`src/logic/lc3b_defines.svh`:
```
`ifndef LC3B_DEFINES_SVH
`define LC3B_DEFINES_SVH

// instruction word and address width
`define LC3B_WORD_WIDTH 16

// barrier slots between fetch and EX/MEM
`define BR_QUEUE_DEPTH 3

// byte step to the next instruction
`define PC_STEP 2

// BR offset field width in the instruction word
`define BR_OFFSET_WIDTH 9

// opcode field position
`define OPCODE_MSB 15
`define OPCODE_LSB 12

`endif

```
`src/logic/lc3b_types.sv`:
```
`include "lc3b_defines.svh"

package lc3b_types;

    // instruction or address
    typedef logic [`LC3B_WORD_WIDTH-1:0] lc3b_word;

    // raw PC-relative offset of a BR
    typedef logic [`BR_OFFSET_WIDTH-1:0] lc3b_offset9;

    typedef enum logic [3:0] {
        op_br   = 4'b0000,
        op_add  = 4'b0001,
        op_ldb  = 4'b0010,
        op_stb  = 4'b0011,
        op_jsr  = 4'b0100,
        op_and  = 4'b0101,
        op_ldr  = 4'b0110,
        op_str  = 4'b0111,
        op_rti  = 4'b1000,
        op_not  = 4'b1001,
        op_ldi  = 4'b1010,
        op_sti  = 4'b1011,
        op_jmp  = 4'b1100,
        op_shf  = 4'b1101,
        op_lea  = 4'b1110,
        op_trap = 4'b1111
    } lc3b_opcode;

    // next-PC sources, in pc mux input order
    typedef enum logic [2:0] {
        lc3b_pc_mux_sel_pc_plus2           = 3'd0,
        lc3b_pc_mux_sel_alu                = 3'd1,
        lc3b_pc_mux_sel_pcn                = 3'd2,
        lc3b_pc_mux_sel_mdr                = 3'd3,
        lc3b_pc_mux_sel_branch_address     = 3'd4,
        lc3b_pc_mux_sel_mispredict_address = 3'd5
    } lc3b_pc_mux_sel;

endpackage : lc3b_types

```
`src/logic/branch_fetch_decode.sv`:
```
`timescale 1ns/10ps
`include "lc3b_defines.svh"

module branch_fetch_decode
    import lc3b_types::*;
(
    input  lc3b_word if_ir,
    input  lc3b_word if_pc,
    input  logic     if_valid,
    input  logic     branch_prediction,

    output lc3b_word pc_plus2,
    output lc3b_word branch_address,
    output logic     fetch_redirect,
    output logic     load_prediction,
    output logic     prediction_in,
    output lc3b_word mispredict_address_in
);

    lc3b_opcode  if_opcode;
    lc3b_offset9 offset9;
    lc3b_word    offset_sext;
    logic        is_br;

    assign if_opcode = lc3b_opcode'(if_ir[`OPCODE_MSB:`OPCODE_LSB]);
    assign offset9   = if_ir[`BR_OFFSET_WIDTH-1:0];

    // sign extend, then word align
    assign offset_sext = {{(`LC3B_WORD_WIDTH-`BR_OFFSET_WIDTH-1){offset9[`BR_OFFSET_WIDTH-1]}},
                          offset9, 1'b0};

    assign pc_plus2       = if_pc + lc3b_word'(`PC_STEP);
    assign branch_address = pc_plus2 + offset_sext;

    assign is_br = if_valid && (if_opcode == op_br);

    // taken prediction steers fetch to the target
    assign fetch_redirect = is_br && branch_prediction;

    always_comb begin
        load_prediction       = 1'b0;
        prediction_in         = 1'b0;
        mispredict_address_in = '0;

        if (is_br) begin
            load_prediction = 1'b1;
            prediction_in   = branch_prediction;

            // keep the path we did not follow
            if (branch_prediction) begin
                mispredict_address_in = pc_plus2;
            end else begin
                mispredict_address_in = branch_address;
            end
        end
    end

endmodule : branch_fetch_decode

```
`src/logic/branch_waterfall_queue.sv`:
```
`timescale 1ns/10ps
`include "lc3b_defines.svh"

module branch_waterfall_queue
    import lc3b_types::*;
(
    input  logic     clk,
    input  logic     rst,
    input  logic     stall,
    input  logic     flush,

    input  logic     load_prediction,
    input  logic     prediction_in,
    input  lc3b_word mispredict_address_in,

    output logic     head_valid,
    output logic     prediction_out,
    output lc3b_word mispredict_address_out
);

    localparam int DEPTH = `BR_QUEUE_DEPTH;

    // slot 0 is the head, facing EX/MEM
    logic [DEPTH-1:0] valid_q;
    logic [DEPTH-1:0] pred_q;
    lc3b_word         addr_q [DEPTH];

    always_ff @(posedge clk) begin
        if (rst) begin
            valid_q <= '0;
        end else if (flush) begin
            // everything younger than EX/MEM is squashed
            valid_q <= '0;
        end else if (!stall) begin
            valid_q <= {load_prediction, valid_q[DEPTH-1:1]};
        end
    end

    // payload follows the valid bits
    always_ff @(posedge clk) begin
        if (!stall) begin
            for (int i = 0; i < DEPTH - 1; i++) begin
                pred_q[i] <= pred_q[i+1];
                addr_q[i] <= addr_q[i+1];
            end
            pred_q[DEPTH-1] <= prediction_in;
            addr_q[DEPTH-1] <= mispredict_address_in;
        end
    end

    assign head_valid             = valid_q[0];
    assign prediction_out         = pred_q[0];
    assign mispredict_address_out = addr_q[0];

    // a flush leaves the queue empty, even with stall or a new load pending
    flush_wins_over_stall_and_load: assert property (
        @(posedge clk) disable iff (rst)
        (flush && stall) || (flush && load_prediction) |=> (valid_q == '0)
    ) else $error("branch queue kept an entry across a flush");

endmodule : branch_waterfall_queue

```
`src/logic/branch_resolve.sv`:
```
`timescale 1ns/10ps

module branch_resolve
    import lc3b_types::*;
(
    input  logic       clk,

    input  lc3b_opcode ex_mem_opcode,
    input  logic       ex_mem_valid,
    input  logic       mem_br_en,

    input  logic       head_valid,
    input  logic       prediction_out,

    input  lc3b_opcode mem_wb_opcode,
    input  logic       mem_wb_valid,

    output logic       update_predictions,
    output logic       correct_prediction,
    output logic       mispredict,
    output logic       ex_redirect,
    output logic       trap_ex,
    output logic       trap_wb
);

    logic br_ex;
    logic jmp_ex;
    logic jsr_ex;
    logic hit;

    assign br_ex  = ex_mem_valid && (ex_mem_opcode == op_br);
    assign jmp_ex = ex_mem_valid && (ex_mem_opcode == op_jmp);
    assign jsr_ex = ex_mem_valid && (ex_mem_opcode == op_jsr);

    // taken or not taken, did we guess right
    assign hit = (prediction_out == mem_br_en);

    always_comb begin
        update_predictions = 1'b0;
        correct_prediction = 1'b0;
        mispredict         = 1'b0;

        if (br_ex) begin
            update_predictions = 1'b1;
            correct_prediction = hit;
            mispredict         = !hit;
        end
    end

    // indirect jumps resolve in EX/MEM
    assign ex_redirect = jmp_ex || jsr_ex;

    assign trap_ex = ex_mem_valid && (ex_mem_opcode == op_trap);
    assign trap_wb = mem_wb_valid && (mem_wb_opcode == op_trap);

    // the queue must stay in step with the barriers
    br_has_queue_entry: assert property (
        @(posedge clk) br_ex |-> head_valid
    ) else $error("BR reached EX/MEM with no recorded prediction");

endmodule : branch_resolve

```
`src/logic/branch_controller.sv`:
```
`timescale 1ns/10ps

module branch_controller
    import lc3b_types::*;
(
    input  logic           clk,

    input  logic           fetch_redirect,
    input  lc3b_word       pc_plus2,
    input  lc3b_word       branch_address,
    input  lc3b_word       mispredict_address_out,
    input  lc3b_word       ex_mem_alu,
    input  lc3b_word       ex_mem_pcn,
    input  lc3b_word       mem_wb_mdr,
    input  lc3b_pc_mux_sel ex_mem_pc_mux_sel,
    input  lc3b_pc_mux_sel mem_wb_pc_mux_sel,

    input  logic           update_predictions,
    input  logic           correct_prediction,
    input  logic           mispredict,
    input  logic           ex_redirect,
    input  logic           trap_ex,
    input  logic           trap_wb,

    output lc3b_word       pc_out,
    output logic           flush_active,
    output logic           flush_if_id,
    output logic           flush_id_ex,
    output logic           flush_ex_mem,
    output logic           flush_mem_wb,
    output logic           prediction_correct,
    output logic           prediction_incorrect
);

    lc3b_pc_mux_sel pc_mux_sel;
    logic           flush_front;

    // later checks override earlier ones, lowest priority first
    always_comb begin
        pc_mux_sel           = lc3b_pc_mux_sel_pc_plus2;
        flush_front          = 1'b0;
        flush_mem_wb         = 1'b0;
        prediction_correct   = 1'b0;
        prediction_incorrect = 1'b0;

        if (fetch_redirect) begin
            pc_mux_sel = lc3b_pc_mux_sel_branch_address;
        end

        if (update_predictions) begin
            prediction_correct   = correct_prediction;
            prediction_incorrect = mispredict;
            if (correct_prediction) begin
                pc_mux_sel = lc3b_pc_mux_sel_pc_plus2;
            end
        end

        if (mispredict) begin
            pc_mux_sel  = lc3b_pc_mux_sel_mispredict_address;
            flush_front = 1'b1;
        end

        if (ex_redirect) begin
            pc_mux_sel  = ex_mem_pc_mux_sel;
            flush_front = 1'b1;
        end

        // trap vector is only known once it reaches MEM/WB
        if (trap_ex) begin
            flush_front = 1'b1;
        end

        if (trap_wb) begin
            pc_mux_sel   = mem_wb_pc_mux_sel;
            flush_front  = 1'b1;
            flush_mem_wb = 1'b1;
        end
    end

    always_comb begin
        case (pc_mux_sel)
            lc3b_pc_mux_sel_alu:                pc_out = ex_mem_alu;
            lc3b_pc_mux_sel_pcn:                pc_out = ex_mem_pcn;
            lc3b_pc_mux_sel_mdr:                pc_out = mem_wb_mdr;
            lc3b_pc_mux_sel_branch_address:     pc_out = branch_address;
            lc3b_pc_mux_sel_mispredict_address: pc_out = mispredict_address_out;
            default:                            pc_out = pc_plus2;
        endcase
    end

    assign flush_active = flush_front;
    assign flush_if_id  = flush_front;
    assign flush_id_ex  = flush_front;
    assign flush_ex_mem = flush_front;

    strobes_exclusive: assert property (
        @(posedge clk) !(prediction_correct && prediction_incorrect)
    ) else $error("correct and incorrect prediction strobes together");

endmodule : branch_controller

```
`src/logic/branch_unit_top.sv`:
```
`timescale 1ns/10ps

module branch_unit_top
    import lc3b_types::*;
(
    input  logic           clk,
    input  logic           rst,
    input  logic           stall,
    input  logic           branch_prediction,

    input  lc3b_word       if_ir,
    input  lc3b_word       if_pc,
    input  logic           if_valid,

    input  lc3b_word       ex_mem_alu,
    input  lc3b_word       ex_mem_pcn,
    input  lc3b_pc_mux_sel ex_mem_pc_mux_sel,
    input  lc3b_opcode     ex_mem_opcode,
    input  logic           ex_mem_valid,

    input  logic           mem_br_en,

    input  lc3b_word       mem_wb_mdr,
    input  lc3b_pc_mux_sel mem_wb_pc_mux_sel,
    input  lc3b_opcode     mem_wb_opcode,
    input  logic           mem_wb_valid,

    output lc3b_word       pc_out,
    output lc3b_word       pc_plus2_out,
    output logic           flush_active,
    output logic           flush_if_id,
    output logic           flush_id_ex,
    output logic           flush_ex_mem,
    output logic           flush_mem_wb,
    output logic           prediction_correct,
    output logic           prediction_incorrect
);

    lc3b_word branch_address;
    logic     fetch_redirect;
    logic     load_prediction;
    logic     prediction_in;
    lc3b_word mispredict_address_in;

    logic     head_valid;
    logic     prediction_out;
    lc3b_word mispredict_address_out;

    logic     update_predictions;
    logic     correct_prediction;
    logic     mispredict;
    logic     ex_redirect;
    logic     trap_ex;
    logic     trap_wb;

    branch_fetch_decode u_fetch_decode (
        .if_ir,
        .if_pc,
        .if_valid,
        .branch_prediction,
        .pc_plus2 (pc_plus2_out),
        .branch_address,
        .fetch_redirect,
        .load_prediction,
        .prediction_in,
        .mispredict_address_in
    );

    // queue is squashed with the EX/MEM barrier
    branch_waterfall_queue u_queue (
        .clk,
        .rst,
        .stall,
        .flush (flush_ex_mem),
        .load_prediction,
        .prediction_in,
        .mispredict_address_in,
        .head_valid,
        .prediction_out,
        .mispredict_address_out
    );

    branch_resolve u_resolve (
        .clk,
        .ex_mem_opcode,
        .ex_mem_valid,
        .mem_br_en,
        .head_valid,
        .prediction_out,
        .mem_wb_opcode,
        .mem_wb_valid,
        .update_predictions,
        .correct_prediction,
        .mispredict,
        .ex_redirect,
        .trap_ex,
        .trap_wb
    );

    branch_controller u_controller (
        .clk,
        .fetch_redirect,
        .pc_plus2 (pc_plus2_out),
        .branch_address,
        .mispredict_address_out,
        .ex_mem_alu,
        .ex_mem_pcn,
        .mem_wb_mdr,
        .ex_mem_pc_mux_sel,
        .mem_wb_pc_mux_sel,
        .update_predictions,
        .correct_prediction,
        .mispredict,
        .ex_redirect,
        .trap_ex,
        .trap_wb,
        .pc_out,
        .flush_active,
        .flush_if_id,
        .flush_id_ex,
        .flush_ex_mem,
        .flush_mem_wb,
        .prediction_correct,
        .prediction_incorrect
    );

endmodule : branch_unit_top

```
`config.mk`:
```
export PLATFORM = sky130hd
export DESIGN_NAME = branch_unit_top
export DESIGN_NICKNAME = d
export VERILOG_FILES = /design/src/logic/lc3b_types.sv /design/src/logic/branch_fetch_decode.sv /design/src/logic/branch_waterfall_queue.sv /design/src/logic/branch_resolve.sv /design/src/logic/branch_controller.sv /design/src/logic/branch_unit_top.sv
export VERILOG_INCLUDE_DIRS = /design/src /design/src/logic
export SDC_FILE = /design/constraint.sdc
export NUM_CORES = 1
export LEC_CHECK = 0
export ABC_AREA = 0
export BUFFER_PORTS_ARGS = -buffer_cell sky130_fd_sc_hd__buf_2
export CAP_MARGIN = 20
export CORE_MARGIN = 4
export CORE_UTILIZATION = 55
export DETAILED_ROUTE_END_ITERATION = 10
export HOLD_SLACK_MARGIN = 0.08
export PLACE_DENSITY = 0.84
export SYNTH_ARGS = -nofsm -noshare
export SYNTH_HDL_FRONTEND = slang
export SYNTH_SLANG_ARGS = --single-unit
export TNS_END_PERCENT = 10
```
`constraint.sdc`:
```
create_clock -name clk -period 6.46 [get_ports clk]
set_input_delay 0.969 -clock clk [delete_from_list [all_inputs] [get_ports clk]]
set_output_delay 0.969 -clock clk [all_outputs]
set_load 0.05 [all_outputs]
```
== Word level (Yosys, flattened, before mapping) ==
Memories as Yosys holds them, arrays and structs flattened.
Index checks and enable logic that the tools add are counted.

* Bits of input ports: 102
* Memories: 1
* Register bits after elaboration: 3
* Logic and storage cells: 46
* Memory bits (writable): 48
* Output and inout bits: 39

* Equality and inequality tests: 10
* Mux-type cells: 20
* Add/sub/neg operators: 2
* Reduce and logical (&&, ||, !) cells: 11

{| class="wikitable"
|+ Memory list
! memory !! words !! width !! rd ports !! clocked after Yosys merged registers in !! write ports !! line !! text
|-
| u_queue.addr_q || 3 || 16 || 3 || 0 || 3 || branch_waterfall_queue.sv:26 || <nowiki>lc3b_word addr_q [DEPTH];</nowiki>
|}

{| class="wikitable"
|+ Operators with widths
! cell !! count
|-
| 16-bit case mux with 5 select lines || 1
|-
| 16-bit two-way mux || 2
|-
| 3-bit two-way mux || 6
|-
| 16-bit adder || 1
|-
| 16-bit by 2-bit adder with 16-bit output (second input constant) || 1
|-
| 4-bit == test (second input constant) || 3
|-
| 1-bit two-way mux || 11
|-
| 4-bit zero test || 2
|-
| 1-bit logical AND || 7
|-
| 3-bit by 2-bit == test with 1-bit output (second input constant) || 2
|-
| 3-bit == test (second input constant) || 2
|-
| 4-bit by 3-bit == test with 1-bit output (second input constant) || 1
|-
| 3-bit by 1-bit == test with 1-bit output (second input constant) || 1
|-
| 1-bit == test || 1
|-
| 1-bit zero test || 1
|-
| 1-bit logical OR || 1
|}

== Longest topological paths before layout ==
Gate-level depths: netlist of run 1.

* Depth after elaboration: 11
* Mapped depth: 13
* Gate-level depth less buffers: 13

== Cells and area by module ==
From an unflattened synthesis of run 1, not the netlist that was laid out.

* Cell total of the unflattened synthesis: 460
* Area, all modules: 4351.7 um^2

{| class="wikitable"
|+ By module, submodules not included
! module !! instances !! seq. area each (um^2) !! cells an instance !! area each (um^2)
|-
| branch_waterfall_queue || 1 || 1591.5 || 77 || 1760.4
|-
| branch_fetch_decode || 1 || 0.0 || 189 || 1308.8
|-
| branch_controller || 1 || 0.0 || 182 || 1199.9
|-
| branch_resolve || 1 || 0.0 || 12 || 82.6
|}

== Worst setup path before layout of run 1 ==
No wires, ideal clock.

* Path type: input to output
* From: in if_pc[1]
* To: out pc_out[11]
* Cell stages on the path: 11
* Setup slack: 0.563 ns
* Path buffers: 0
* Data arrival time: 4.928 ns
* Data required time: 5.491 ns
* Cells stage by stage: ha_1 -> nand3_1 -> xnor2_1 -> ha_1 -> and2_1 -> a221oi_1 -> a21oi_1 -> nor3_1 -> xnor2_1 -> a221oi_1 -> a211oi_1

* Cells in the longest elaborated chain, start to end: 3

{| class="wikitable"
|+ Ends and longest elaborated chain
! item !! line !! text
|-
| start, declared || branch_unit_top.sv:12 || <nowiki>input lc3b_word if_pc,</nowiki>
|-
| 16-bit by 2-bit adder with 16-bit output || branch_fetch_decode.sv:32 || <nowiki>assign pc_plus2 = if_pc + lc3b_word'(`PC_STEP);</nowiki>
|-
| net pc_plus2_out[5] || branch_unit_top.sv:29 || <nowiki>output lc3b_word pc_plus2_out,</nowiki>
|-
| 16-bit adder || branch_fetch_decode.sv:33 || <nowiki>assign branch_address = pc_plus2 + offset_sext;</nowiki>
|-
| 16-bit case mux with 5 select lines || branch_controller.sv:81 || <nowiki>case (pc_mux_sel)</nowiki>
|-
| end, declared || branch_unit_top.sv:28 || <nowiki>output lc3b_word pc_out,</nowiki>
|}

The timed path passes the listed nets, and every way through them passes these cells.

== Worst setup path after layout of run 1 ==
* From: in if_pc[3]
* To: out pc_out[15]

* Cells in the longest elaborated chain, start to end: 3

{| class="wikitable"
|+ Ends and longest elaborated chain
! item !! line
|-
| 16-bit by 2-bit adder with 16-bit output (*) || branch_fetch_decode.sv:32
|-
| 16-bit adder || branch_fetch_decode.sv:33
|-
| 16-bit case mux with 5 select lines (*) || branch_controller.sv:81
|}

Mark *: on every way between the ends. The rest lies on a longest branch, timed or not.

==> impl_metrics.tcl, run 1 <==
set metrics [dict create \
    cp-start-kind "input pin" \
    wl_per_cell_um 17.8 \
    tightest_slew_ps 1060 \
    cts_max_level 2 \
    cts_tree "yes" \
    clockBufferDepth 2 \
    hold_viol 0 \
    final_util 0.687 \
    mostFrequentLayoutCell "buf_2" \
    maxCapViolations 0 \
    die_x_um 92.7 \
    antenna_found_initial 0 \
    clkLatencyLatePin_ps 310 \
    worstSetupPathType "in2out" \
    drive_gt1_frac 0.301 \
    post_cts_buffers 0 \
    syn-num-nets 549 \
    track_usage 0.261 \
    rrSetupSlack_ps 5800 \
    clock_skew_ps 4.51 \
    synthFlopType "edfxtp_1" \
    ys_seq_area_frac 0.388 \
    leakagePower_nw 2.01 \
    diodes 0 \
    min_path_type "reg2reg" \
    min_from "u_queue.addr_q[0][44]" \
    grt_max_degree 52 \
    yosysTopAreaCell "edfxtp_1" \
    slowest_stage "xnor2_1" \
    drc_errors 0 \
    total_power_mw 0.926 \
    first_pass_iters 7 \
    hold_buffers 0 \
    cts.sinks 51 \
    setup-violations-final 0 \
    cpMostUsedCell "buf_2" \
    synth_area_leaders "edfxtp_1 (39%), a21oi_1 (5.8%), ha_1 (5.4%)" \
    gp_congestion 0.914 \
    period_share 0.822 \
    fmax_mhz 188 \
    top_level_ports 141 \
    row_count 30 \
    vias_per_cell 6.10 \
    grt-ovfl-total 0 \
    hold_depth 0 \
    rsz0062_at_grt "no" \
    synth_top_area_frac 0.388 \
    wirelength_um 11500 \
    worstPathRequired_ps 5490 \
    crit_path_end_kind "output port" \
    avgSynthCellArea_um2 9.20 \
    area_growth_pct 19.6 \
    ys_warn_count 0 \
    nets 671 \
    netlist_area_um2 3950 \
    slew_viol_final 0 \
    crit_family "simple AND/OR/NAND/NOR gates" \
    powerDensity_nw_per_um2 196 \
    core_um2 6870 \
    path_clk_slew_ps 100 \
    dp_hpwl_um 8870 \
    cts_resized 0 \
    drtIter0Drc 298 \
    vias 3951 \
    cp.arrival_ps 4340 \
    async_reset_ff_frac 0 \
    mostFrequentLayoutCells "buf_2 (136), nand2_1 (56), edfxtp_1 (51), a21oi_1 (46), nor2_1 (41)" \
    grt_pass1_vias 3810 \
    slew_headroom 0.295 \
    synthCells 429 \
    fin_crit_ps 5310 \
    synth_edf_count 51 \
    cp_max_fo 6 \
    slowest_delay_ps 400 \
    fin_tns_setup_ps 0 \
    status "completed" \
    synth_seq_cells 51 \
    synth_cell_type_count 67 \
    cts_buffers 5 \
    cp_cell_sequence "buf_2, and3_1, nand4_1, nor2_1, nand3_1, xnor2_1, ha_1, a21oi_1, o21ai_0, or3_1, nor3_1, and4b_1, o31a_1, o22a_1, buf_2" \
    r2r-end "u_queue.addr_q[0][2]" \
    cts_root_buf "clkbuf_8" \
    die_area_um2 8600 \
    grt_pass1_wl_um 18000 \
    r2r-start "u_queue.addr_q[0][18]" \
    reg2reg_depth 0 \
    ir_drop_mv 0.0946 \
    crit_buf_inv 2 \
    whs_endpoint "u_queue.addr_q[0][28]" \
    portBuffers 136 \
    ant_nets 0 \
    start_util 0.575 \
    die_h_um 92.7 \
]
==> kinds of logic after synthesis <==
logic type	after synthesis	share of synthesized area
flops	51	0.388
buf+inv	37	0.0516
xor+xnor	23	0.0510
mux	5	0.0130
fa+ha+maj	18	0.0589
simple gates	175	0.226
compound gates	120	0.211
==> worst max path at each step <==
stage / slack (ps) / cells past startpoint / start / endpoint
final: 1150 / 15 / if_pc[3] / pc_out[15]
after global routing: 890 / 13 / if_pc[1] / pc_out[15]
after CTS: 1190 / 15 / if_pc[3] / pc_out[15]
after detailed placement: 1200 / 15 / if_pc[3] / pc_out[15]
after global placement: 1310 / 15 / if_pc[3] / pc_out[15]
after floorplan: 560 / 11 / if_pc[1] / pc_out[11]
==> state kept, by name, indices dropped and copies added (netlist names) <==
name	count
u_queue.pred_q	3
u_queue.addr_q	48
==> layer usage <==
metal / wire length, um / up-vias / GRT usage
met3: 1380 / 26 / 0.0544
li1: - / 1853 / -
met1: 4700 / 1801 / 0.348
met4: 225 / 0 / 0.0684
met2: 5240 / 271 / 0.433
met5: 0 / - / 0
==> per-stage QoR <==
step	area, um2	setup slack, ps	std cells	hold WS (ps)
finish	4720	1150	648	428
global route	4720	891	648	430
floorplan	3950	563	429	400
detailed placement	4600	1200	639	405
global placement	4600	1310	639	400
CTS	4690	1190	647	427
==> power breakdown <==
| part | switching, mW | total [mW] | internal (mW) |
|---|---|---|---|
| clock network | 0.115 | 0.192 | 0.0777 |
| registers | 0.00514 | 0.390 | 0.385 |
| logic | 0.232 | 0.344 | 0.112 |
| total | 0.352 | 0.926 | 0.574 |
==> Yosys cell counts, types with 3 or more instances <==
cell / count
xnor2_1: 15
nand4_1: 6
nor3_1: 10
inv_1: 15
nand2_1: 56
buf_2: 7
mux2i_1: 4
a21o_1: 7
a211oi_1: 4
xor2_1: 8
nand3_2: 3
ha_1: 17
edfxtp_1: 51
nand3_1: 25
buf_4: 5
o32a_1: 8
nor2b_1: 5
o21ai_0: 15
nor2_1: 41
a21oi_1: 46
buf_6: 5
a31oi_1: 5
and3_1: 6
a221oi_1: 3
and2_1: 5
clkbuf_1: 5
o211ai_1: 3
==> cell type report <==
class,count,area [um2]
clock buffer,5,68.8
clock inverter,3,23.8
fill,587,2150
inverter,15,56.3
multi-input combinational,341,2210
sequential,51,1530
tap,96,120
timing repair buffer,137,708
Power figures use the tool's default switching activity.
==> run 2, diff against run 1 <==
Settings changed: ABC_AREA 0 to 1, CORE_UTILIZATION 55 to 46, PLACE_DENSITY 0.84 to 0.75.
Clock period 6.46 ns to 4.3 ns, I/O delays scaled along.
==> run 2 against run 1 <==
Clock power is 78% higher. Critical endpoint unchanged. Register-to-register slack lost 2200 ps. Non-clock buffer count is 9 higher. Wire length rose by 1.9%. Global-route usage down 2.8 points. Sequential share of layout area decreased by 1.4 points. Critical path type unchanged. Critical path depth grew 4. Synthesized cell count up 26%. Synthesized area increased by 0.63%. Sequential power is 50% higher. Via count increased by 0.56%. Worst hold slack barely moved.
==> impl_metrics.tcl, run 2 <==
set metrics [dict create \
    multi_input_area_um2 2160 \
    core_um2 8300 \
    antenna_found_initial 0 \
    diodes 0 \
    yosysMostFrequentCell "nand2_1" \
    syn-num-nets 659 \
    synth_edf_count 51 \
    seqCellArea_um2 1530 \
    dp_hpwl_um 9640 \
    mostFrequentLayoutCells "nand2_1 (179), buf_2 (134), nand3_1 (73), inv_1 (55), edfxtp_1 (51)" \
    fill_cells 823 \
    wl_per_cell_um 15.0 \
    clockBufferDepth 2 \
    slew_headroom 0.307 \
    start_util 0.479 \
    min_path_type "reg2reg" \
    drc_errors 0 \
    clkLatencyLatePin_ps 310 \
    largest_reg_flops 48 \
    portBuffers 136 \
    whs_ps 429 \
    status "completed" \
    slew_viol_final 0 \
    period_share 0.934 \
    cts.sinks 51 \
    maxCapViolations 0 \
    synthCells 539 \
    synth_cell_type_count 37 \
    die_x_um 101 \
    rsz0062_at_grt "yes" \
    path_clk_slew_ps 100 \
    drive_gt1_frac 0.288 \
    first_pass_iters 4 \
    hold_viol 0 \
    row_count 33 \
    avgSynthCellArea_um2 7.37 \
    wirelength_um 11800 \
    top_register "u_queue.addr_q" \
    clock_skew_ps 6.20 \
    crit_path_end_kind "output port" \
    synth_area_leaders "edfxtp_1 (39%), nand2_1 (17%), nand3_1 (9.2%)" \
    synth_top_area_frac 0.385 \
    grt_pass1_wl_um 18700 \
    ys_seq_area_frac 0.385 \
    cts_root_buf "clkbuf_8" \
    track_usage 0.233 \
    worstSetupPathType "in2out" \
    fin_ws_ps 283 \
    top_level_ports 141 \
    cts_buffers 5 \
    synth_seq_cells 51 \
    drtIter0Drc 230 \
    vias_per_cell 5.07 \
    ys_warn_count 0 \
    async_reset_ff_frac 0 \
    fin_crit_ps 4020 \
    ir_drop_mv 0.170 \
    vias 3973 \
    die_area_um2 10200 \
    die_h_um 101 \
    worstPathRequired_ps 3650 \
    cts_max_level 2 \
    cp.arrival_ps 3370 \
    grt-ovfl-total 0 \
    netlist_area_um2 3970 \
    synth_common_cells "nand2_1 (179), nand3_1 (73), inv_1 (57), edfxtp_1 (51), nor2_1 (51)" \
    gp_congestion 0.898 \
    pre_cts_slack_ps 93.3 \
    reg_top3 "u_queue.addr_q (48), u_queue.pred_q (3)" \
    setup-violations-final 0 \
    cp-start-kind "input pin" \
    tightest_slew_ps 1040 \
    area_growth_pct 24.2 \
    grt_max_degree 52 \
    mostFrequentLayoutCell "nand2_1" \
    yosysTopAreaCell "edfxtp_1" \
    leakagePower_nw 2.52 \
    grt_pass1_vias 3935 \
    cts_tree "yes" \
    synthFlopType "edfxtp_1" \
    fmax_mhz 249 \
    powerDensity_nw_per_um2 286 \
    cp_max_fo 5 \
    ant_nets 0 \
    nets 797 \
]
==> run 2: changes by cell type in the layout (fill, tap and decap cells not counted), sizes merged, moves of 10 or more <==
cell / delta
nand2: +131
inv: +48
nand3: +46
a21oi: -35
nor2: +13
xnor2: -12
nor3: -10
==> run 2: through the flow <==
stage | cell area [um2] | power (mW) | TNS, ps | cells | util
after floorplan | 3980 | 0.920 | 0 | 539 | -
after global placement | 4750 | 1.06 | 0 | 774 | 0.573
after detailed placement | 4750 | 1.07 | 0 | 774 | 0.573
after CTS | 4870 | 1.41 | 0 | 782 | 0.587
after global routing | 4940 | 1.49 | -13.1 | 783 | 0.595
final | 4940 | 1.41 | 0 | 783 | 0.595
==> run 2: critical path, stage by stage <==
cell and delay, ps:
buf_2 120, ha_1 180, nand2_1 130, nor3_4 280
nand2_1 110, nor2_1 130, xor2_1 250, inv_2 100
ha_4 300, nand2_1 80, nor2_2 110, and2_1 160
nand2_1 60, nand3_1 80, nand3_1 80, nand2_1 170
a21oi_2 80, nand4_1 80, clkbuf_4 230
==> run 2: routing by layer <==
metal | share of wire | vias up | wire length, um | GRT usage
met4 | 0.011 | 0 | 127 | 0.0521
met5 | 0 | - | 0 | 0
met1 | 0.44 | 1801 | 5120 | 0.313
met3 | 0.074 | 8 | 867 | 0.0298
met2 | 0.48 | 126 | 5650 | 0.400
li1 | - | 2038 | - | -
==> run 2: timing repair <==
| item | CTS | global route |
|---|---|---|
| buffers inserted | 0 | 1 |
| setup endpoints to repair | 0 | 5 |
| resized for setup | 0 | 18 |
| hold buffers | 0 | 0 |
| endpoints found under the hold margin | 0 | 0 |
==> run 2: power by group <==
part	leakage, nW	switching (mW)	internal, mW
clock network	0.0548	0.167	0.175
logic	1.97	0.342	0.144
registers	0.494	0.00739	0.578
==> run 2: cell type report <==
type,instances,area share
Sequential cell,51,0.310
Clock inverter,3,0.00938
Multi-Input combinational cell,409,0.437
Clock buffer,5,0.0139
Timing Repair Buffer,146,0.154
Inverter,64,0.0487
Tap cell,105,0.0266
==> run 2: worst paths after layout <==
check,startpoint,depth (start not counted),slack [ps],end
max,if_pc[1],19,280,pc_out[15]
min,u_queue.addr_q[0][19],0,430,u_queue.addr_q[0][3]
max reg2reg,u_queue.addr_q[0][41],0,3630,u_queue.addr_q[0][25]
min reg2reg,u_queue.addr_q[0][19],0,430,u_queue.addr_q[0][3]
==> run 2: logic make-up after synthesis <==
logic type / count (synthesis) / synth area share
and+or+nand+nor: 333 / 0.365
buffers and inverters: 79 / 0.0872
DFF: 51 / 0.385
AOI/OAI and AO/OA: 41 / 0.0664
adders and majority gates: 18 / 0.0586
xor gates and xnor gates: 17 / 0.0375
==> run 3, diff against run 2 <==
==> constraint.sdc (replaced) <==
create_clock -name clk -period 4.3 [get_ports clk]
set_input_delay 0.215 -clock clk [delete_from_list [all_inputs] [get_ports clk]]
set_output_delay 0.215 -clock clk [all_outputs]
set_load 0.05 [all_outputs]
==> run 3 against run 2 <==
Worst setup slack better by 480 ps. Clock power decreased by 23%. Die area did not move. Clock skew is 1.5 ps lower. Combinational power down 4%. Final area down 3.1%. Largest power group unchanged.
==> impl_metrics.tcl, run 3 (synthesis results as in run 2) <==
set metrics [dict create \
    leakagePower_nw 2.46 \
    min_path_type "in2reg" \
    clock_skew_ps 4.66 \
    tightest_slew_ps 1040 \
    first_pass_iters 5 \
    die_h_um 101 \
    hold_viol 0 \
    largest_reg_flops 48 \
    grt_pass1_wl_um 18400 \
    whs_ps 260 \
    reg_top3 "u_queue.addr_q (48), u_queue.pred_q (3)" \
    cp_max_fo 5 \
    die_area_um2 10200 \
    vias_per_cell 5.14 \
    diodes 0 \
    track_usage 0.228 \
    wirelength_um 11500 \
    status "completed" \
    vias 3987 \
    fmax_mhz 283 \
    slew_headroom 0.307 \
    powerDensity_nw_per_um2 275 \
    setup-violations-final 0 \
    maxCapViolations 0 \
    drc_errors 0 \
    row_count 33 \
    fin_tns_setup_ps 0 \
    grt-ovfl-total 0 \
    clockBufferDepth 2 \
    mostFrequentLayoutCell "nand2_1" \
    hold_buffers 0 \
    worstSetupPathType "in2out" \
    mostFrequentLayoutCells "nand2_1 (179), buf_2 (136), nand3_1 (73), inv_1 (56)" \
    cp.arrival_ps 3320 \
    slew_viol_final 0 \
    gp_congestion 0.898 \
    fin_crit_ps 3540 \
    fill_cells 824 \
    cts.sinks 51 \
    worstPathRequired_ps 4090 \
    total_power_mw 1.32 \
    period_share 0.823 \
    start_util 0.479 \
    drive_gt1_frac 0.258 \
    grt_pass1_vias 3881 \
    top_level_ports 141 \
    drtIter0Drc 191 \
    die_x_um 101 \
    cts_buffers 5 \
    path_clk_slew_ps 80 \
    top_register "u_queue.addr_q" \
    ir_drop_mv 0.142 \
    post_cts_buffers 0 \
    nets 790 \
    crit_path_end_kind "output port" \
    cts_max_level 2 \
    grt_max_degree 52 \
    wl_per_cell_um 14.8 \
    rsz0062_at_grt "no" \
    ant_nets 0 \
    dp_hpwl_um 9440 \
    core_um2 8300 \
    cts_resized 0 \
    cts_tree "yes" \
    portBuffers 136 \
    cp-start-kind "input pin" \
    clkLatencyLatePin_ps 300 \
    area_growth_pct 20.4 \
    antenna_found_initial 0 \
    cts_root_buf "clkbuf_8" \
]
-- run 3: changes by cell type in the layout (fill, tap and decap cells not counted), sizes merged --
cell    change
buf         -6
bufinv      -1
clkbuf      -1
clkinv      +2
inv         -1
-- run 3: stage by stage --
step	setup slack, ps	instances	instance area [um2]	utilization
final	763	776	4790	0.577
after global routing	494	776	4790	0.577
after CTS	805	776	4790	0.577
after detailed placement	810	768	4700	0.567
after global placement	848	768	4700	0.567
after floorplan	813	539	3970	-
-- run 3: worst max-delay path, stage by stage --
cell and delay, ps:
buf_2 120, ha_1 170, nand2_1 110, nor3_2 360
nand2_1 150, nor2_1 150, xor2_1 260, inv_1 140
ha_1 360, nand2_1 120, a21oi_1 50, nor2_1 190
nand2_1 80, a21oi_1 140, nand3_1 90, nand2_1 150
a21oi_1 100, nand4_1 90, buf_2 270
-- run 3: path summary, 6_finish.rpt --
| check | from | end | slack [ps] | depth (start not counted) |
|---|---|---|---|---|
| worst min register to register | u_queue.pred_q[2] | u_queue.pred_q[1] | 420 | 0 |
| worst max-delay path | if_pc[1] | pc_out[15] | 760 | 19 |
| worst max register to register | u_queue.addr_q[0][20] | u_queue.addr_q[0][4] | 3660 | 0 |
| worst min-delay path | if_pc[0] | u_queue.addr_q[0][32] | 260 | 3 |
-- run 3: per-layer routing --
layer / global-route usage / part of all wire / vias up / wire length (um)
met5: 0 / 0 / - / 0
met4: 0.0501 / 0.0071 / 0 / 82
met3: 0.0381 / 0.083 / 6 / 954
met1: 0.307 / 0.44 / 1808 / 5030
met2: 0.387 / 0.47 / 151 / 5460
li1: - / - / 2022 / -
-- run 3: power breakdown --
group | leakage, nW | internal [mW] | switching (mW)
sequential | 0.494 | 0.578 | 0.00720
combinational | 1.93 | 0.134 | 0.334
clock | 0.0392 | 0.111 | 0.152
total | 2.46 | 0.823 | 0.493
-- run 3: final cells by class --
type,instances,area (um2),share of cell area
Clock inverter,3,15.0,0.00314
Timing Repair Buffer,139,703,0.147
Inverter,64,240,0.0502
Multi-Input combinational cell,409,2100,0.438
Sequential cell,51,1530,0.320
Tap cell,105,131,0.0275
Clock buffer,5,68.8,0.0144
